### src/source/tlp_bridge_defs.svh
/*
 * Widths and core sideband bit positions for the 128-bit TLP path.
 * The receive user-field layout follows the 7-series 128-bit core.
 * Changing TLP_DATA_W alone is not supported.
 */

`ifndef TLP_BRIDGE_DEFS_SVH
`define TLP_BRIDGE_DEFS_SVH

// ----------------------------------------------------------------------
// Beat geometry
// ----------------------------------------------------------------------
`define TLP_DATA_W              128
`define TLP_DW_PER_BEAT         4
`define TLP_BYTE_KEEP_W         16

// ----------------------------------------------------------------------
// Core receive sideband
// ----------------------------------------------------------------------
`define CORE_RX_USER_W          22
`define BAR_HIT_W               7
`define RX_USER_SOF_BIT         14
`define RX_USER_SOF_HI_BIT      13
`define RX_USER_EOF_BIT         21
`define RX_USER_EOF_DW_HI       20
`define RX_USER_EOF_DW_LO       19
`define RX_USER_BAR_HI          8
`define RX_USER_BAR_LO          2

// Counter bit for the link-down blink
`define LED_HEARTBEAT_BIT_DEFAULT 25

`endif

### src/source/pcie_core_pkg.sv
/*
 * Beat types on the PCIe core streaming side.
 * Receive user field is decoded by the realigner, not here.
 */

`include "tlp_bridge_defs.svh"

package pcie_core_pkg;

    // ----------------------------------------------------------------------
    // Plain vector types
    // ----------------------------------------------------------------------

    // One 128-bit beat, DW0 in the low 32 bits
    typedef logic [`TLP_DATA_W-1:0] tlp_data_t;

    // Receive sideband from the core
    typedef logic [`CORE_RX_USER_W-1:0] core_rx_user_t;

    // One bit per byte of a beat
    typedef logic [`TLP_BYTE_KEEP_W-1:0] byte_keep_t;

    // ----------------------------------------------------------------------
    // Beats
    // ----------------------------------------------------------------------

    // Driven by the core toward the user logic
    typedef struct packed {
        tlp_data_t     data;
        core_rx_user_t user;
        logic          valid;
    } core_rx_beat_t;

    // Driven toward the core transmit port
    typedef struct packed {
        tlp_data_t  data;
        byte_keep_t keep;
        logic       last;
        logic       valid;
    } core_tx_beat_t;

endpackage

### src/source/tlp_stream_pkg.sv
/*
 * User-side TLP stream beat.
 * Data is always DW0-aligned; keep marks valid dwords from DW0 upward.
 */

`include "tlp_bridge_defs.svh"

package tlp_stream_pkg;

    // One bit per dword of a beat
    typedef logic [`TLP_DW_PER_BEAT-1:0] dw_keep_t;

    // BAR hit flags as reported by the core
    typedef logic [`BAR_HIT_W-1:0] bar_hit_t;

    // ----------------------------------------------------------------------
    // Stream beat
    // ----------------------------------------------------------------------
    // first and last mark the TLP boundaries, bar_hit is only
    // meaningful on receive
    typedef struct packed {
        pcie_core_pkg::tlp_data_t data;
        dw_keep_t                 keep;
        logic                     first;
        logic                     last;
        bar_hit_t                 bar_hit;
        logic                     valid;
    } tlp_beat_t;

endpackage

### src/source/tlp_rx_realign.sv
/*
 * Turns core receive beats into DW0-aligned TLP beats.
 * Output has no back-pressure; every valid cycle is a delivered beat.
 * A TLP starting at DW2 lags by one accepted input beat, and may stall
 * the core for one cycle at its end.
 */

`timescale 1ns/1ps
`include "tlp_bridge_defs.svh"

module tlp_rx_realign (
    input  logic                         clk_pcie,
    input  logic                         rst,
    input  pcie_core_pkg::core_rx_beat_t core_rx,
    output logic                         core_rx_ready,
    output tlp_stream_pkg::tlp_beat_t    rx_tlp
);

    import pcie_core_pkg::*;
    import tlp_stream_pkg::*;

    localparam int QW_W = `TLP_DATA_W / 2;

    // Decoded input beat
    core_rx_user_t   in_user;
    logic            in_fire;
    logic [QW_W-1:0] in_qw0;
    logic [QW_W-1:0] in_qw1;
    logic            in_sof;
    logic            in_sof_hi;
    logic            in_eof;
    logic [1:0]      in_eof_dw;
    bar_hit_t        in_bar;
    logic            in_start_hi;
    logic            in_end_hi;

    // Held upper quadword and its flags
    logic [QW_W-1:0] held_qw;
    logic            held_sof;
    logic            held_eof;
    logic            held_eof_dw3;
    bar_hit_t        held_bar;
    logic            held_valid;
    logic            held_next;

    logic            ready_q;
    logic            stall;

    // ----------------------------------------------------------------------
    // Sideband decode
    // ----------------------------------------------------------------------
    assign in_user     = core_rx.user;
    assign in_fire     = core_rx.valid && ready_q;
    assign in_qw0      = core_rx.data[QW_W-1:0];
    assign in_qw1      = core_rx.data[`TLP_DATA_W-1:QW_W];
    assign in_sof      = in_user[`RX_USER_SOF_BIT];
    assign in_sof_hi   = in_user[`RX_USER_SOF_HI_BIT];
    assign in_eof      = in_user[`RX_USER_EOF_BIT];
    assign in_eof_dw   = in_user[`RX_USER_EOF_DW_HI:`RX_USER_EOF_DW_LO];
    assign in_bar      = in_user[`RX_USER_BAR_HI:`RX_USER_BAR_LO];
    assign in_start_hi = in_sof && in_sof_hi;
    assign in_end_hi   = in_eof && in_eof_dw[1];

    // Held half plus an end in the upper half needs one extra output beat
    assign stall = held_valid && in_fire && in_end_hi;

    // Keep the upper half whenever the TLP is running shifted,
    // also across idle core cycles inside the TLP
    assign held_next = in_fire ? (held_valid ?
                       ((!in_sof && !in_eof) || in_start_hi || in_end_hi) :
                       in_start_hi) :
                       (held_valid && !held_eof);

    assign core_rx_ready = ready_q;

    // ----------------------------------------------------------------------
    // Control state
    // ----------------------------------------------------------------------
    always_ff @(posedge clk_pcie) begin
        if (rst) begin
            held_valid <= 1'b0;
            ready_q    <= 1'b1;
        end else begin
            held_valid <= held_next;
            ready_q    <= !stall;
        end
    end

    always_ff @(posedge clk_pcie) begin
        if (in_fire) begin
            held_qw      <= in_qw1;
            held_sof     <= in_start_hi;
            held_eof     <= in_end_hi;
            held_eof_dw3 <= (in_eof_dw == 2'd3);
            held_bar     <= in_bar;
        end
    end

    // ----------------------------------------------------------------------
    // Output beat
    // ----------------------------------------------------------------------
    always_comb begin
        rx_tlp.valid = held_valid ? (held_eof || in_fire) :
                       (in_fire && (in_eof || !in_start_hi));
        if (held_valid) begin
            // Held quadword goes below the incoming low quadword
            rx_tlp.data    = {in_qw0, held_qw};
            rx_tlp.first   = held_sof;
            rx_tlp.last    = held_eof || (in_fire && in_eof && !in_eof_dw[1]);
            rx_tlp.bar_hit = held_bar;
            rx_tlp.keep[0] = 1'b1;
            rx_tlp.keep[1] = !held_eof || held_eof_dw3;
            rx_tlp.keep[2] = !held_eof && in_fire;
            rx_tlp.keep[3] = !held_eof && in_fire && (!in_eof || (in_eof_dw != 2'd0));
        end else begin
            rx_tlp.data    = core_rx.data;
            rx_tlp.first   = in_sof && !in_sof_hi;
            rx_tlp.last    = in_eof;
            rx_tlp.bar_hit = in_bar;
            for (int i = 0; i < `TLP_DW_PER_BEAT; i++) begin
                rx_tlp.keep[i] = in_fire && (!in_eof || (int'(in_eof_dw) >= i));
            end
        end
    end

endmodule

### src/source/tlp_tx_skid.sv
/*
 * One-entry skid between the user TLP stream and the core transmit port.
 * No added latency while the core is ready; tx_tlp_ready is low while
 * a beat is stored. bar_hit of the user beat is not forwarded.
 */

`timescale 1ns/1ps
`include "tlp_bridge_defs.svh"

module tlp_tx_skid (
    input  logic                         clk_pcie,
    input  logic                         rst,
    input  tlp_stream_pkg::tlp_beat_t    tx_tlp,
    output logic                         tx_tlp_ready,
    output pcie_core_pkg::core_tx_beat_t core_tx,
    input  logic                         core_tx_ready
);

    import pcie_core_pkg::*;
    import tlp_stream_pkg::*;

    localparam int BYTES_PER_DW = `TLP_BYTE_KEEP_W / `TLP_DW_PER_BEAT;

    tlp_beat_t  held_beat;
    logic       held_valid;
    tlp_beat_t  out_beat;
    byte_keep_t byte_keep;

    assign tx_tlp_ready = !held_valid;

    // Stored beat goes out before anything new
    assign out_beat = held_valid ? held_beat : tx_tlp;

    always_ff @(posedge clk_pcie) begin
        if (rst) begin
            held_valid <= 1'b0;
        end else if (held_valid) begin
            held_valid <= !core_tx_ready;
        end else begin
            held_valid <= tx_tlp.valid && !core_tx_ready;
        end
    end

    // Capture only when the core refuses a fresh beat
    always_ff @(posedge clk_pcie) begin
        if (!held_valid && tx_tlp.valid && !core_tx_ready) begin
            held_beat <= tx_tlp;
        end
    end

    // ----------------------------------------------------------------------
    // Dword keep to byte keep
    // ----------------------------------------------------------------------
    always_comb begin
        for (int i = 0; i < `TLP_DW_PER_BEAT; i++) begin
            byte_keep[i*BYTES_PER_DW +: BYTES_PER_DW] = {BYTES_PER_DW{out_beat.keep[i]}};
        end
    end

    always_comb begin
        core_tx.data  = out_beat.data;
        core_tx.keep  = byte_keep;
        core_tx.last  = out_beat.last;
        core_tx.valid = held_valid || tx_tlp.valid;
    end

endmodule

### src/source/link_state_led.sv
/*
 * State LED: steady on with link up, blinking from a free-running
 * counter otherwise. Blink half-period is 2**HEARTBEAT_BIT cycles.
 */

`timescale 1ns/1ps
`include "tlp_bridge_defs.svh"

module link_state_led #(
    parameter int HEARTBEAT_BIT = `LED_HEARTBEAT_BIT_DEFAULT
) (
    input  logic clk_pcie,
    input  logic rst,
    input  logic link_up,
    output logic led_state
);

    // Free-running heartbeat counter
    logic [HEARTBEAT_BIT:0] beat_cnt;

    always_ff @(posedge clk_pcie) begin
        if (rst) begin
            beat_cnt <= '0;
        end else begin
            beat_cnt <= beat_cnt + 1'b1;
        end
    end

    // Link up overrides the blink
    assign led_state = link_up || beat_cnt[HEARTBEAT_BIT];

endmodule

### src/source/pcie_tlp_bridge.sv
/*
 * User-side TLP path of a 128-bit PCIe endpoint wrapper.
 * Single clock domain on clk_pcie; the core itself sits outside.
 * Any of rst, core_user_reset or subsys_reset resets the subsystem.
 */

`timescale 1ns/1ps
`include "tlp_bridge_defs.svh"

module pcie_tlp_bridge #(
    parameter int HEARTBEAT_BIT = `LED_HEARTBEAT_BIT_DEFAULT
) (
    input  logic                         clk_pcie,
    input  logic                         rst,
    input  logic                         subsys_reset,
    input  logic                         core_user_reset,
    input  logic                         link_up,

    // Core receive side and user receive stream
    input  pcie_core_pkg::core_rx_beat_t core_rx,
    output logic                         core_rx_ready,
    output tlp_stream_pkg::tlp_beat_t    rx_tlp,

    // User transmit stream and core transmit side
    input  tlp_stream_pkg::tlp_beat_t    tx_tlp,
    output logic                         tx_tlp_ready,
    output pcie_core_pkg::core_tx_beat_t core_tx,
    input  logic                         core_tx_ready,

    output logic                         led_state
);

    logic rst_subsys;

    // ----------------------------------------------------------------------
    // Reset combining
    // ----------------------------------------------------------------------
    assign rst_subsys = rst || core_user_reset || subsys_reset;

    // ----------------------------------------------------------------------
    // Receive path
    // ----------------------------------------------------------------------
    tlp_rx_realign tlp_rx_realign_i (
        .clk_pcie      ( clk_pcie      ),
        .rst           ( rst_subsys    ),
        .core_rx       ( core_rx       ),
        .core_rx_ready ( core_rx_ready ),
        .rx_tlp        ( rx_tlp        )
    );

    // ----------------------------------------------------------------------
    // Transmit path
    // ----------------------------------------------------------------------
    tlp_tx_skid tlp_tx_skid_i (
        .clk_pcie      ( clk_pcie      ),
        .rst           ( rst_subsys    ),
        .tx_tlp        ( tx_tlp        ),
        .tx_tlp_ready  ( tx_tlp_ready  ),
        .core_tx       ( core_tx       ),
        .core_tx_ready ( core_tx_ready )
    );

    // State LED
    link_state_led #(
        .HEARTBEAT_BIT ( HEARTBEAT_BIT )
    ) link_state_led_i (
        .clk_pcie      ( clk_pcie      ),
        .rst           ( rst_subsys    ),
        .link_up       ( link_up       ),
        .led_state     ( led_state     )
    );

endmodule

### config.mk
export PLATFORM = sky130hd
export DESIGN_NAME = pcie_tlp_bridge
export DESIGN_NICKNAME = d
export VERILOG_FILES = /design/src/source/pcie_core_pkg.sv /design/src/source/tlp_stream_pkg.sv /design/src/source/tlp_rx_realign.sv /design/src/source/tlp_tx_skid.sv /design/src/source/link_state_led.sv /design/src/source/pcie_tlp_bridge.sv
export VERILOG_INCLUDE_DIRS = /design/src /design/src/source
export SDC_FILE = /design/constraint.sdc
export NUM_CORES = 1
export LEC_CHECK = 0
export BUFFER_PORTS_ARGS = -buffer_cell sky130_fd_sc_hd__clkbuf_2
export CORE_AREA = 10 10 221 223
export DETAILED_ROUTE_END_ITERATION = 6
export DIE_AREA = 0 0 231 233
export PLACE_DENSITY = 0.54
export SLEW_MARGIN = 20
export SYNTH_ARGS = -nofsm -noshare
export SYNTH_HDL_FRONTEND = slang
export SYNTH_HIERARCHICAL = 1
export SYNTH_SLANG_ARGS = --single-unit
### constraint.sdc
create_clock -name clk_pcie -period 27.3 [get_ports clk_pcie]
set_input_delay 1.365 -clock clk_pcie [delete_from_list [all_inputs] [get_ports clk_pcie]]
set_output_delay 1.365 -clock clk_pcie [all_outputs]
set_load 0.005 [all_outputs]
==> run_results.csv, run 1 <==
group,metric,value,unit
setup_path,path_max_fanout,71,
global_route,grt_overflow,0,
route,drtPass1Iterations,4,
logic_synthesis,synthSimpleGateAreaFrac,0.0383,
logic_synthesis,synth_commonest_cells,"edfxtp_1 (207), mux2_2 (144), mux2_4 (124)",
global_route,grt_pass1_wl,60000,µm
setup_path,startpoint_type,"flip-flop",
run_status,outcome,"finished clean",
logic_synthesis,ys_warn_count,6,
layout,fin_nets,1546,
logic_synthesis,yosysUniqueCellTypes,41,
clock_network,cts_sinks,236,
logic_synthesis,netlist_area,0.0115,mm²
timing,fin_crit_sh,0.181,
die,dieHeight,233,µm
layout,syn2layout_area_growth,36.2,%
layout,drive_gt1_frac,0.707,
timing,fin_setup_tns,0,ps
logic_synthesis,synth_xor_area_frac,0.00991,
clock_network,cts.clk_slew.worst_paths,60,ps
logic_synthesis,synth_async_sr_flop_share,0,
setup_path,critPathArrivalTime,3580,ps
route,drc,0,
setup_path,crit_chain,"buf_4 -> buf_4 -> mux2_2 -> clkbuf_2",
global_route,grtUsageTotal,0.148,
clock_network,hold_buffers,0,
logic_synthesis,synth_edf_count,207,
route,first_iter_violations,404,
global_route,grt_pass1_vias,8693,
clock_network,post_cts_buffers,0,
timing,fmax,0.202,GHz
die,dieArea,0.0538,mm²
logic_synthesis,ys_seq_area_frac,0.591,
route,detail_route.vias_per_cell,4.39,
logic_synthesis,synth_top_cells_by_area,"edfxtp_1 (54%), mux2_4 (16%), mux2_2 (14%)",
layout,fill_cells,4440,
logic_synthesis,synth_top_area_frac,0.541,
die,start_util,0.260,
timing,timing.hold.ws,466,ps
clock_network,cts_tree,"built",
pwr,ir_drop,0.0494,mV
setup_path,path_class,"flip-flop to primary output",
route,wirelength,42500,µm
timing,drv_slew,0,
placement,port_buffers,571,
timing,rsz0062_at_grt,"no",
setup_path,endpoint_kind,"primary output",
clock_network,htreeDepth,1,
logic_synthesis,synth_fa_ha_area_frac,0.00109,
timing,setup_violations,0,
setup_path,slowest_stage,"buf_4",
clock_network,cts_buffer_depth,3,
timing,finalCriticalPeriod,4940,ps
logic_synthesis,ys_ff_latch,236,
timing,tightest_slew,1080,ps
logic_synthesis,yosys.area.top_type,"edfxtp_1",
route,vias,8165,
die,core-area,0.0441,mm²
layout,stdcell_count,1861,
die,ios,590,
route,wire_per_inst,22.8,µm
clock_network,cts_resized,0,
logic_synthesis,syn_area_per_cell,16.7,µm²
placement,place_congestion,0.817,
setup_path,crit_required,25930,ps
logic_synthesis,syn-num-nets,989,
pwr,p_leak,6.58,nW
logic_synthesis,synth_top_family_by_area,"multiplexers",
die,chipWidth,231,µm
placement,dp_cells,1808,
clock_network,cts_made_buffers,28,
placement,hpwl,34400,µm
global_route,grt_max_degree,72,
min_path,hold_path.class,"flip-flop to flip-flop",
timing,clock_skew,8.70,ps
global_route,grt_antenna_before_repair,8,
logic_synthesis,synth-main-ff-cell,"edfxtp_1",
pwr,cellPowerDensity,56.8,mW/mm²
timing,hold_violations,0,
clock_network,cts-root-buf,"clkbuf_16",
logic_synthesis,synthMuxAreaShare,0.303,
setup_path,cp_common_cell,"buf_4",
logic_synthesis,syn_inst,689,
logic_synthesis,yosysMostFrequentCell,"edfxtp_1",
layout,seqCellArea,0.00680,mm²
timing,slew_headroom,0.277,
setup_path,slowest_delay,920,ps
layout,multi_input_area,0.00426,mm²
flow_run,max_cap_viol_count,0,
logic_synthesis,synth-compound-area-share,0.0181,
clock_network,clk_latency,560,ps
route,ant_nets,0,
die,num_rows,77,
-- worst max-delay path: cells and delay by family, from the launching register on --
kind | cells | cell delay, ps
buffers and inverters | 3 | 1780
muxes | 1 | 450
DFF | 1 | 650
-- cell families after synthesis --
| family | after synthesis |
|---|---|
| muxes | 268 |
| DFF | 236 |
| and+or+nand+nor | 77 |
| buffers and inverters | 59 |
| AOI/OAI and AO/OA | 35 |
| xor gates and xnor gates | 13 |
| adders and majority gates | 1 |
-- layer usage --
layer / global-route usage / wire (µm) / vias up
met5: 0 / 94 / -
met4: 0.0475 / 1380 / 14
met3: 0.0736 / 4750 / 64
met2: 0.249 / 20500 / 397
met1: 0.160 / 15700 / 3915
li1: - / - / 3775
-- area by class of cell --
type	count	area share
tap	592	0.0473
sequential	236	0.435
antenna	1	0.000160
clock inverter	19	0.0118
clock buffer	33	0.0460
inverter	9	0.00224
multi-input combinational	394	0.272
timing repair buffer	577	0.185
-- power breakdown --
group | switching, mW | leakage, nW | total (mW) | internal, mW
Sequential | 0.00465 | 2.21 | 0.415 | 0.410
Combinational | 0.0495 | 3.93 | 0.105 | 0.0558
Clock | 0.153 | 0.436 | 0.369 | 0.216
-- state kept, by name (all words and copies together), names as in the netlist --
signal / flops
tlp_tx_skid_i/held_beat: 133
tlp_rx_realign_i/held_bar: 7
tlp_rx_realign_i/held_sof: 1
tlp_rx_realign_i/held_valid: 1
link_state_led_i/beat_cnt: 26
tlp_rx_realign_i/core_rx_ready: 1
tlp_rx_realign_i/held_eof: 1
tlp_tx_skid_i/held_valid: 1
tlp_rx_realign_i/held_qw: 64
tlp_rx_realign_i/held_eof_dw3: 1
-- placed cells by master, fill, tap and decap left out, drive strengths merged --
| cell type | count |
|---|---|
| clkbuf | 604 |
| mux2 | 268 |
| edfxtp | 207 |
| dfxtp | 29 |
| clkinv | 16 |
| nor2 | 15 |
| o21ai | 14 |
| nand2 | 13 |
| a21oi | 11 |
| or3 | 10 |
| inv | 9 |
| nand3 | 8 |
| xnor2 | 8 |
| nand4 | 7 |
| buf | 6 |
| xor2 | 5 |
| or4 | 5 |
| o31ai | 4 |
| bufinv | 3 |
| nor4 | 3 |
| nor3 | 3 |
| or2 | 3 |
| and4 | 2 |
| and2 | 2 |
| nand2b | 2 |
| nor3b | 2 |
| diode | 1 |
| nor2b | 1 |
| ha | 1 |
| a221oi | 1 |
| a211oi | 1 |
| o211ai | 1 |
| o21a | 1 |
| o2111ai | 1 |
| a31oi | 1 |
| nand4b | 1 |
-- worst paths after layout --
check / from / end / slack [ps] / depth (start not counted)
min: link_state_led_i/beat_cnt[0] / link_state_led_i/beat_cnt[0] / 470 / 1
max reg2reg: tlp_tx_skid_i/held_valid / tlp_tx_skid_i/held_beat[43] / 23860 / 3
min reg2reg: link_state_led_i/beat_cnt[0] / link_state_led_i/beat_cnt[0] / 470 / 1
max: tlp_rx_realign_i/held_valid / rx_tlp[17] / 22360 / 4
-- stage by stage --
step	total power, mW	utilization	setup WS (ps)	area (µm²)
floorplan	0.468	-	15560	11500
global placement	0.529	0.334	22620	14700
detailed placement	0.530	0.334	22570	14700
CTS	0.909	0.355	22350	15600
global route	0.930	0.355	22200	15700
finish	0.889	0.355	22360	15700
No activity file was read; power rests on OpenSTA's default activity.
==> run 2, diff against run 1 <==
- CORE_AREA: 10 10 221 223 -> 10 10 224 226
- DIE_AREA: 0 0 231 233 -> 0 0 234 236
- PLACE_DENSITY: 0.54 -> 0.53
- clock period: 27.3 -> 4.7 ns (I/O delays scaled with it)
==> run 2 against run 1 <==
Net effect:
- die area rose by 2.6%
- design area rose by 14%
- critical path depth fell by 1
- utilization rose by 3.5 points
- total power rose to 6.1 times the previous value
- clock skew rose by 16 ps
- global-route usage fell by 0.83 points
- register-to-register slack got worse by 21000 ps
==> run_results.csv, run 2 (synthesis gave the netlist of run 1 again) <==
group,metric,value,unit
run_status,outcome,"finished clean",
timing,slew_headroom,0.264,
timing,fin_setup_tns,0,ps
global_route,grt_pass1_vias,9651,
clock_network,cts_made_buffers,29,
layout,syn2layout_area_growth,55.4,%
setup_path,critPathArrivalTime,2730,ps
die,chipWidth,234,µm
route,wirelength,40800,µm
setup_path,path_class,"flip-flop to primary output",
layout,fin_nets,1755,
min_path,worstHoldStart,"core_rx[21]",
pwr,p_leak,7.49,nW
route,drc,0,
placement,place_congestion,0.828,
global_route,grtUsageTotal,0.140,
layout,reg_top3,"tlp_tx_skid_i/held_beat (133), tlp_rx_realign_i/held_qw (64), link_state_led_i/beat_cnt (26)",
setup_path,startpoint_type,"flip-flop",
global_route,grt_max_degree,104,
min_path,hold_path.class,"input pin to flip-flop",
placement,port_buffers,571,
clock_network,clk_latency,570,ps
setup_path,slowest_delay,1070,ps
flow_run,max_cap_viol_count,0,
route,detail_route.vias_per_cell,4.26,
route,ant_nets,0,
route,first_iter_violations,328,
die,ios,590,
timing,finalCriticalPeriod,2970,ps
layout,final_common_cell,"clkbuf_2",
placement,pre_cts_slack,2230,ps
die,dieHeight,236,µm
layout,top_register,"tlp_tx_skid_i/held_beat",
die,num_rows,79,
pwr,cellPowerDensity,304,mW/mm²
setup_path,slowest_stage,"dfxtp_4",
global_route,grt_antenna_before_repair,2,
setup_path,crit_chain,"buf_12 -> mux2_2 -> clkbuf_2",
global_route,grt_overflow,0,
clock_network,cts_tree,"built",
pwr,ir_drop,0.242,mV
timing,tightest_slew,1100,ps
setup_path,cp_num_buf_inv,2,
setup_path,crit_required,4470,ps
clock_network,cts_resized,0,
route,wire_per_inst,19.6,µm
timing,setup_violations,0,
layout,stdcell_count,2087,
timing,hold_violations,0,
clock_network,cts_buffer_depth,3,
setup_path,path_max_fanout,70,
layout,drive_gt1_frac,0.613,
clock_network,htreeDepth,1,
clock_network,cts-root-buf,"clkbuf_16",
global_route,grt_pass1_wl,60300,µm
clock_network,hold_buffers,207,
placement,dp_cells,1823,
clock_network,post_cts_buffers,0,
layout,layout_common_cells,"clkbuf_2 (571), dlygate4sd3_1 (207), edfxtp_1 (207)",
setup_path,crit_family,"flip-flops",
setup_path,crit_start,"tlp_tx_skid_i/held_valid",
timing,fmax,0.337,GHz
die,start_util,0.251,
timing,rsz0062_at_grt,"no",
timing,drv_slew,0,
clock_network,cts.clk_slew.worst_paths,60,ps
setup_path,endpoint_kind,"primary output",
layout,largest_register_ff_count,133,
placement,hpwl,30800,µm
setup_path,r2r_start,"link_state_led_i/beat_cnt[0]",
timing,clock_skew,25.0,ps
clock_network,cts_sinks,236,
timing,fin_crit_sh,0.631,
route,vias,8882,
die,dieArea,0.0552,mm²
pwr,total_power,5.43,mW
route,drtPass1Iterations,6,
die,core-area,0.0459,mm²
timing,setup_ws,1730,ps
run 2: cell count changes in the layout (fill, tap and decap cells not counted), moves of 3 or more:
cell / delta
clkinv_2: +4
buf_12: +4
clkinv_1: -7
buf_4: -3
clkinvlp_4: +3
dlygate4sd3_1: +207
run 2: final cells by class:
type | instances | area (µm²)
fillers | 4304 | 28000
diodes | 2 | 5.00
repair buffers | 785 | 5030
multi-input cells | 394 | 4270
clock inverters | 21 | 218
clock buffers | 33 | 741
well taps | 607 | 759
inverters | 9 | 35.0
flip-flops and latches | 236 | 6800
run 2: power by group:
part / total [mW] / internal [mW] / switching, mW
logic: 0.752 / 0.438 / 0.314
clock network: 2.27 / 1.35 / 0.918
registers: 2.41 / 2.38 / 0.0284
run 2: metrics by stage:
stage / utilization / hold WS (ps) / instance area [µm²]
floorplan: - / 311 / 11500
global placement: 0.323 / 426 / 14800
detailed placement: 0.323 / 428 / 14800
CTS: 0.389 / 5.20 / 17800
global route: 0.389 / 29.2 / 17900
finish: 0.389 / 42.3 / 17900
run 2: path summary, 6_finish.rpt:
check	end	slack, ps	cells after the start
max reg2reg	link_state_led_i/beat_cnt[24]	2410	5
min	tlp_rx_realign_i/held_eof_dw3	40	2
min reg2reg	link_state_led_i/beat_cnt[0]	480	1
max	core_tx[7]	1730	3
run 2: layer usage:
layer  share of wire  up-vias  track usage  wire length, µm
met2            0.48      413        0.239            19600
met5               0        -            0                0
met4           0.025        0       0.0434             1040
li1                -     4186            -                -
met1            0.39     4229        0.155            15700
met3            0.11       54       0.0558             4430
==> run 3, diff against run 2 <==
- ABC_AREA: default -> 1
- CORE_AREA: 10 10 224 226 -> 10 10 221 223
- DIE_AREA: 0 0 234 236 -> 0 0 231 233
- PLACE_DENSITY: 0.53 -> 0.55
- clock period: 4.7 -> 2.6 ns (I/O delays scaled with it)
==> run 3 against run 2 <==
Net effect:
- critical endpoint is now rx_tlp[90]
- critical path type unchanged
- first-iteration DRC count rose to 2.7 times the previous value
- combinational power increased by 77%
- setup slack lost 1300 ps
- cell count grew 28%
- sequential share of layout area is 0.53 points higher
- highest routed layer is now met5
- area after synthesis is 2.5% lower
- non-clock buffer count rose by 14
- utilization is 0.98 points higher
==> run_results.csv, run 3 <==
group,metric,value,unit
run_status,outcome,"finished clean",
timing,rsz0062_at_grt,"no",
timing,finalCriticalPeriod,2150,ps
logic_synthesis,synth_fa_ha_area_frac,0.00112,
clock_network,cts.clk_slew.worst_paths,60,ps
pwr,p_leak,8.44,nW
global_route,grtUsageTotal,0.156,
logic_synthesis,synth-compound-area-share,0.0439,
global_route,grt_overflow,0,
route,ant_nets,0,
logic_synthesis,synth_top_family_by_area,"simple AND/OR/NAND/NOR gates",
route,drtPass1Iterations,5,
timing,fin_crit_sh,0.826,
logic_synthesis,synth_async_sr_flop_share,0,
route,wire_per_inst,17.0,µm
route,first_iter_violations,870,
route,drc,0,
flow_run,max_cap_viol_count,0,
route,top_layer,"met5",
layout,drive_gt1_frac,0.314,
logic_synthesis,yosysUniqueCellTypes,27,
logic_synthesis,synthSimpleGateAreaFrac,0.283,
timing,setup_violations,0,
die,dieHeight,233,µm
layout,largest_register_ff_count,133,
pwr,p_int,7.37,mW
clock_network,cts-root-buf,"clkbuf_16",
logic_synthesis,ys_ff_latch,236,
clock_network,cts_tree,"built",
timing,slew_headroom,0.626,
logic_synthesis,yosysMostFrequentCell,"nand2_1",
timing,hold_violations,0,
setup_path,path_max_fanout,75,
layout,layout_common_cells,"nand2_1 (722), clkbuf_2 (571), dlygate4sd3_1 (212)",
die,ios,590,
logic_synthesis,syn_inst,1294,
timing,drv_slew,0,
layout,reg_top3,"tlp_tx_skid_i/held_beat (133), tlp_rx_realign_i/held_qw (64), link_state_led_i/beat_cnt (26)",
placement,port_buffers,571,
clock_network,cts_made_buffers,28,
layout,top_register,"tlp_tx_skid_i/held_beat",
die,num_rows,77,
setup_path,endpoint_kind,"primary output",
global_route,grt_antenna_before_repair,1,
die,start_util,0.254,
clock_network,htreeDepth,1,
timing,fin_setup_tns,0,ps
layout,fin_nets,2350,
pwr,seq_power_share,0.449,
layout,final_cell_area,0.0176,mm²
clock_network,cts_sinks,236,
clock_network,cts_buffer_depth,3,
global_route,grt_pass1_vias,11502,
logic_synthesis,syn_area_per_cell,8.66,µm²
logic_synthesis,netlist_area,0.0112,mm²
pwr,p_switching,2.31,mW
route,detail_route.vias_per_cell,4.33,
logic_synthesis,ys_seq_area_frac,0.607,
pwr,ir_drop,0.410,mV
min_path,hold_path.class,"input pin to flip-flop",
logic_synthesis,synth_xor_area_frac,0.00391,
die,chipWidth,231,µm
placement,place_congestion,0.929,
layout,n_antenna_cell,0,
timing,clock_skew,11.5,ps
setup_path,crit_required,2470,ps
placement,dp_cells,2400,
logic_synthesis,synth_top_cells_by_area,"edfxtp_1 (55%), nand2_1 (24%), dfxtp_1 (5.2%)",
setup_path,critPathArrivalTime,2020,ps
setup_path,path_class,"flip-flop to primary output",
logic_synthesis,synth_commonest_cells,"nand2_1 (722), edfxtp_1 (207), o21ai_0 (80)",
setup_path,startpoint_type,"flip-flop",
layout,fill_cells,4484,
logic_synthesis,synth-main-ff-cell,"edfxtp_1",
clock_network,clk_latency,550,ps
die,core-area,0.0441,mm²
pwr,total_power,9.68,mW
logic_synthesis,synthMuxAreaShare,0,
logic_synthesis,ys_warn_count,6,
route,wirelength,45300,µm
logic_synthesis,synth_edf_count,207,
route,wl_met1,18100,µm
route,met2_length,22600,µm
pwr,clkPwrFrac,0.414,
pwr,p_sw_frac,0.239,
timing,fmax,0.466,GHz
logic_synthesis,synth_top_area_frac,0.555,
logic_synthesis,yosys.area.top_type,"edfxtp_1",
pwr,power_frac_comb,0.137,
layout,final_common_cell,"nand2_1",
logic_synthesis,syn-num-nets,1594,
route,met3WireLength,3270,µm
layout,fin_util,0.399,
timing,tightest_slew,561,ps
pwr,cellPowerDensity,549,mW/mm²
route,vias,11530,
placement,place_area,0.0146,mm²
placement,hpwl,34000,µm
die,dieArea,0.0538,mm²
global_route,grt_max_degree,141,
layout,syn2layout_area_growth,57.2,%
global_route,grt_pass1_wl,66800,µm
layout,stdcell_count,2664,
[run 3: per-layer routing]
layer | track usage | up-vias
met5 | 0 | -
met4 | 0.0504 | 2
met3 | 0.0359 | 86
met2 | 0.273 | 459
met1 | 0.187 | 5331
li1 | - | 5652
[run 3: power groups by stage]
stage / registers [mW] / clock network (mW) / logic, mW
3_5_place_dp: 4.42 / 0 / 1.07
5_1_grt: 4.35 / 4.28 / 1.46
2_1_floorplan: 4.42 / 0 / 0.381
4_1_cts: 4.34 / 4.16 / 1.34
6_report: 4.34 / 4.01 / 1.33
3_3_place_gp: 4.42 / 0 / 1.06
[run 3: per-stage QoR]
step                      hold slack (ps)  worst slack, ps
after detailed placement              325              991
after global routing                  113              279
after CTS                            74.2              375
final                                 101              452
after global placement                324             1020
after floorplan                       229             -320
[run 3: kinds of logic after synthesis]
logic type	count (synthesis)
simple gates	818
flops	236
buf+inv	137
compound gates	97
xor+xnor	5
fa+ha+maj	1
[run 3: critical path: stages, from the launching register on]
cell	delay [ps]
dfxtp_4	360
inv_4	320
buf_12	340
nand2_1	80
o21ai_0	110
clkbuf_2	240
[run 3: repair_timing]
item,in CTS,in global routing
endpoints found under the hold margin,210,0
resized for setup,0,0
setup buffers,0,0
hold buffers,212,0
[run 3: final timing paths]
kind	end	depth (start not counted)	startpoint	slack, ps
hold reg to reg	link_state_led_i/beat_cnt[0]	1	link_state_led_i/beat_cnt[0]	450
hold / removal	link_state_led_i/beat_cnt[0]	5	subsys_reset	100
setup / recovery	rx_tlp[90]	5	tlp_rx_realign_i/held_valid	450
setup reg to reg	tlp_tx_skid_i/held_valid	4	tlp_tx_skid_i/held_valid	770
[run 3: area by class of cell]
type	instances	area (µm²)	share of cell area
Clock buffer	32	737	0.0418
Clock inverter	20	196	0.0111
Inverter	64	246	0.0140
Multi-Input combinational cell	921	3730	0.212
Sequential cell	236	6800	0.386
Tap cell	592	741	0.0420
Timing Repair Buffer	799	5160	0.293
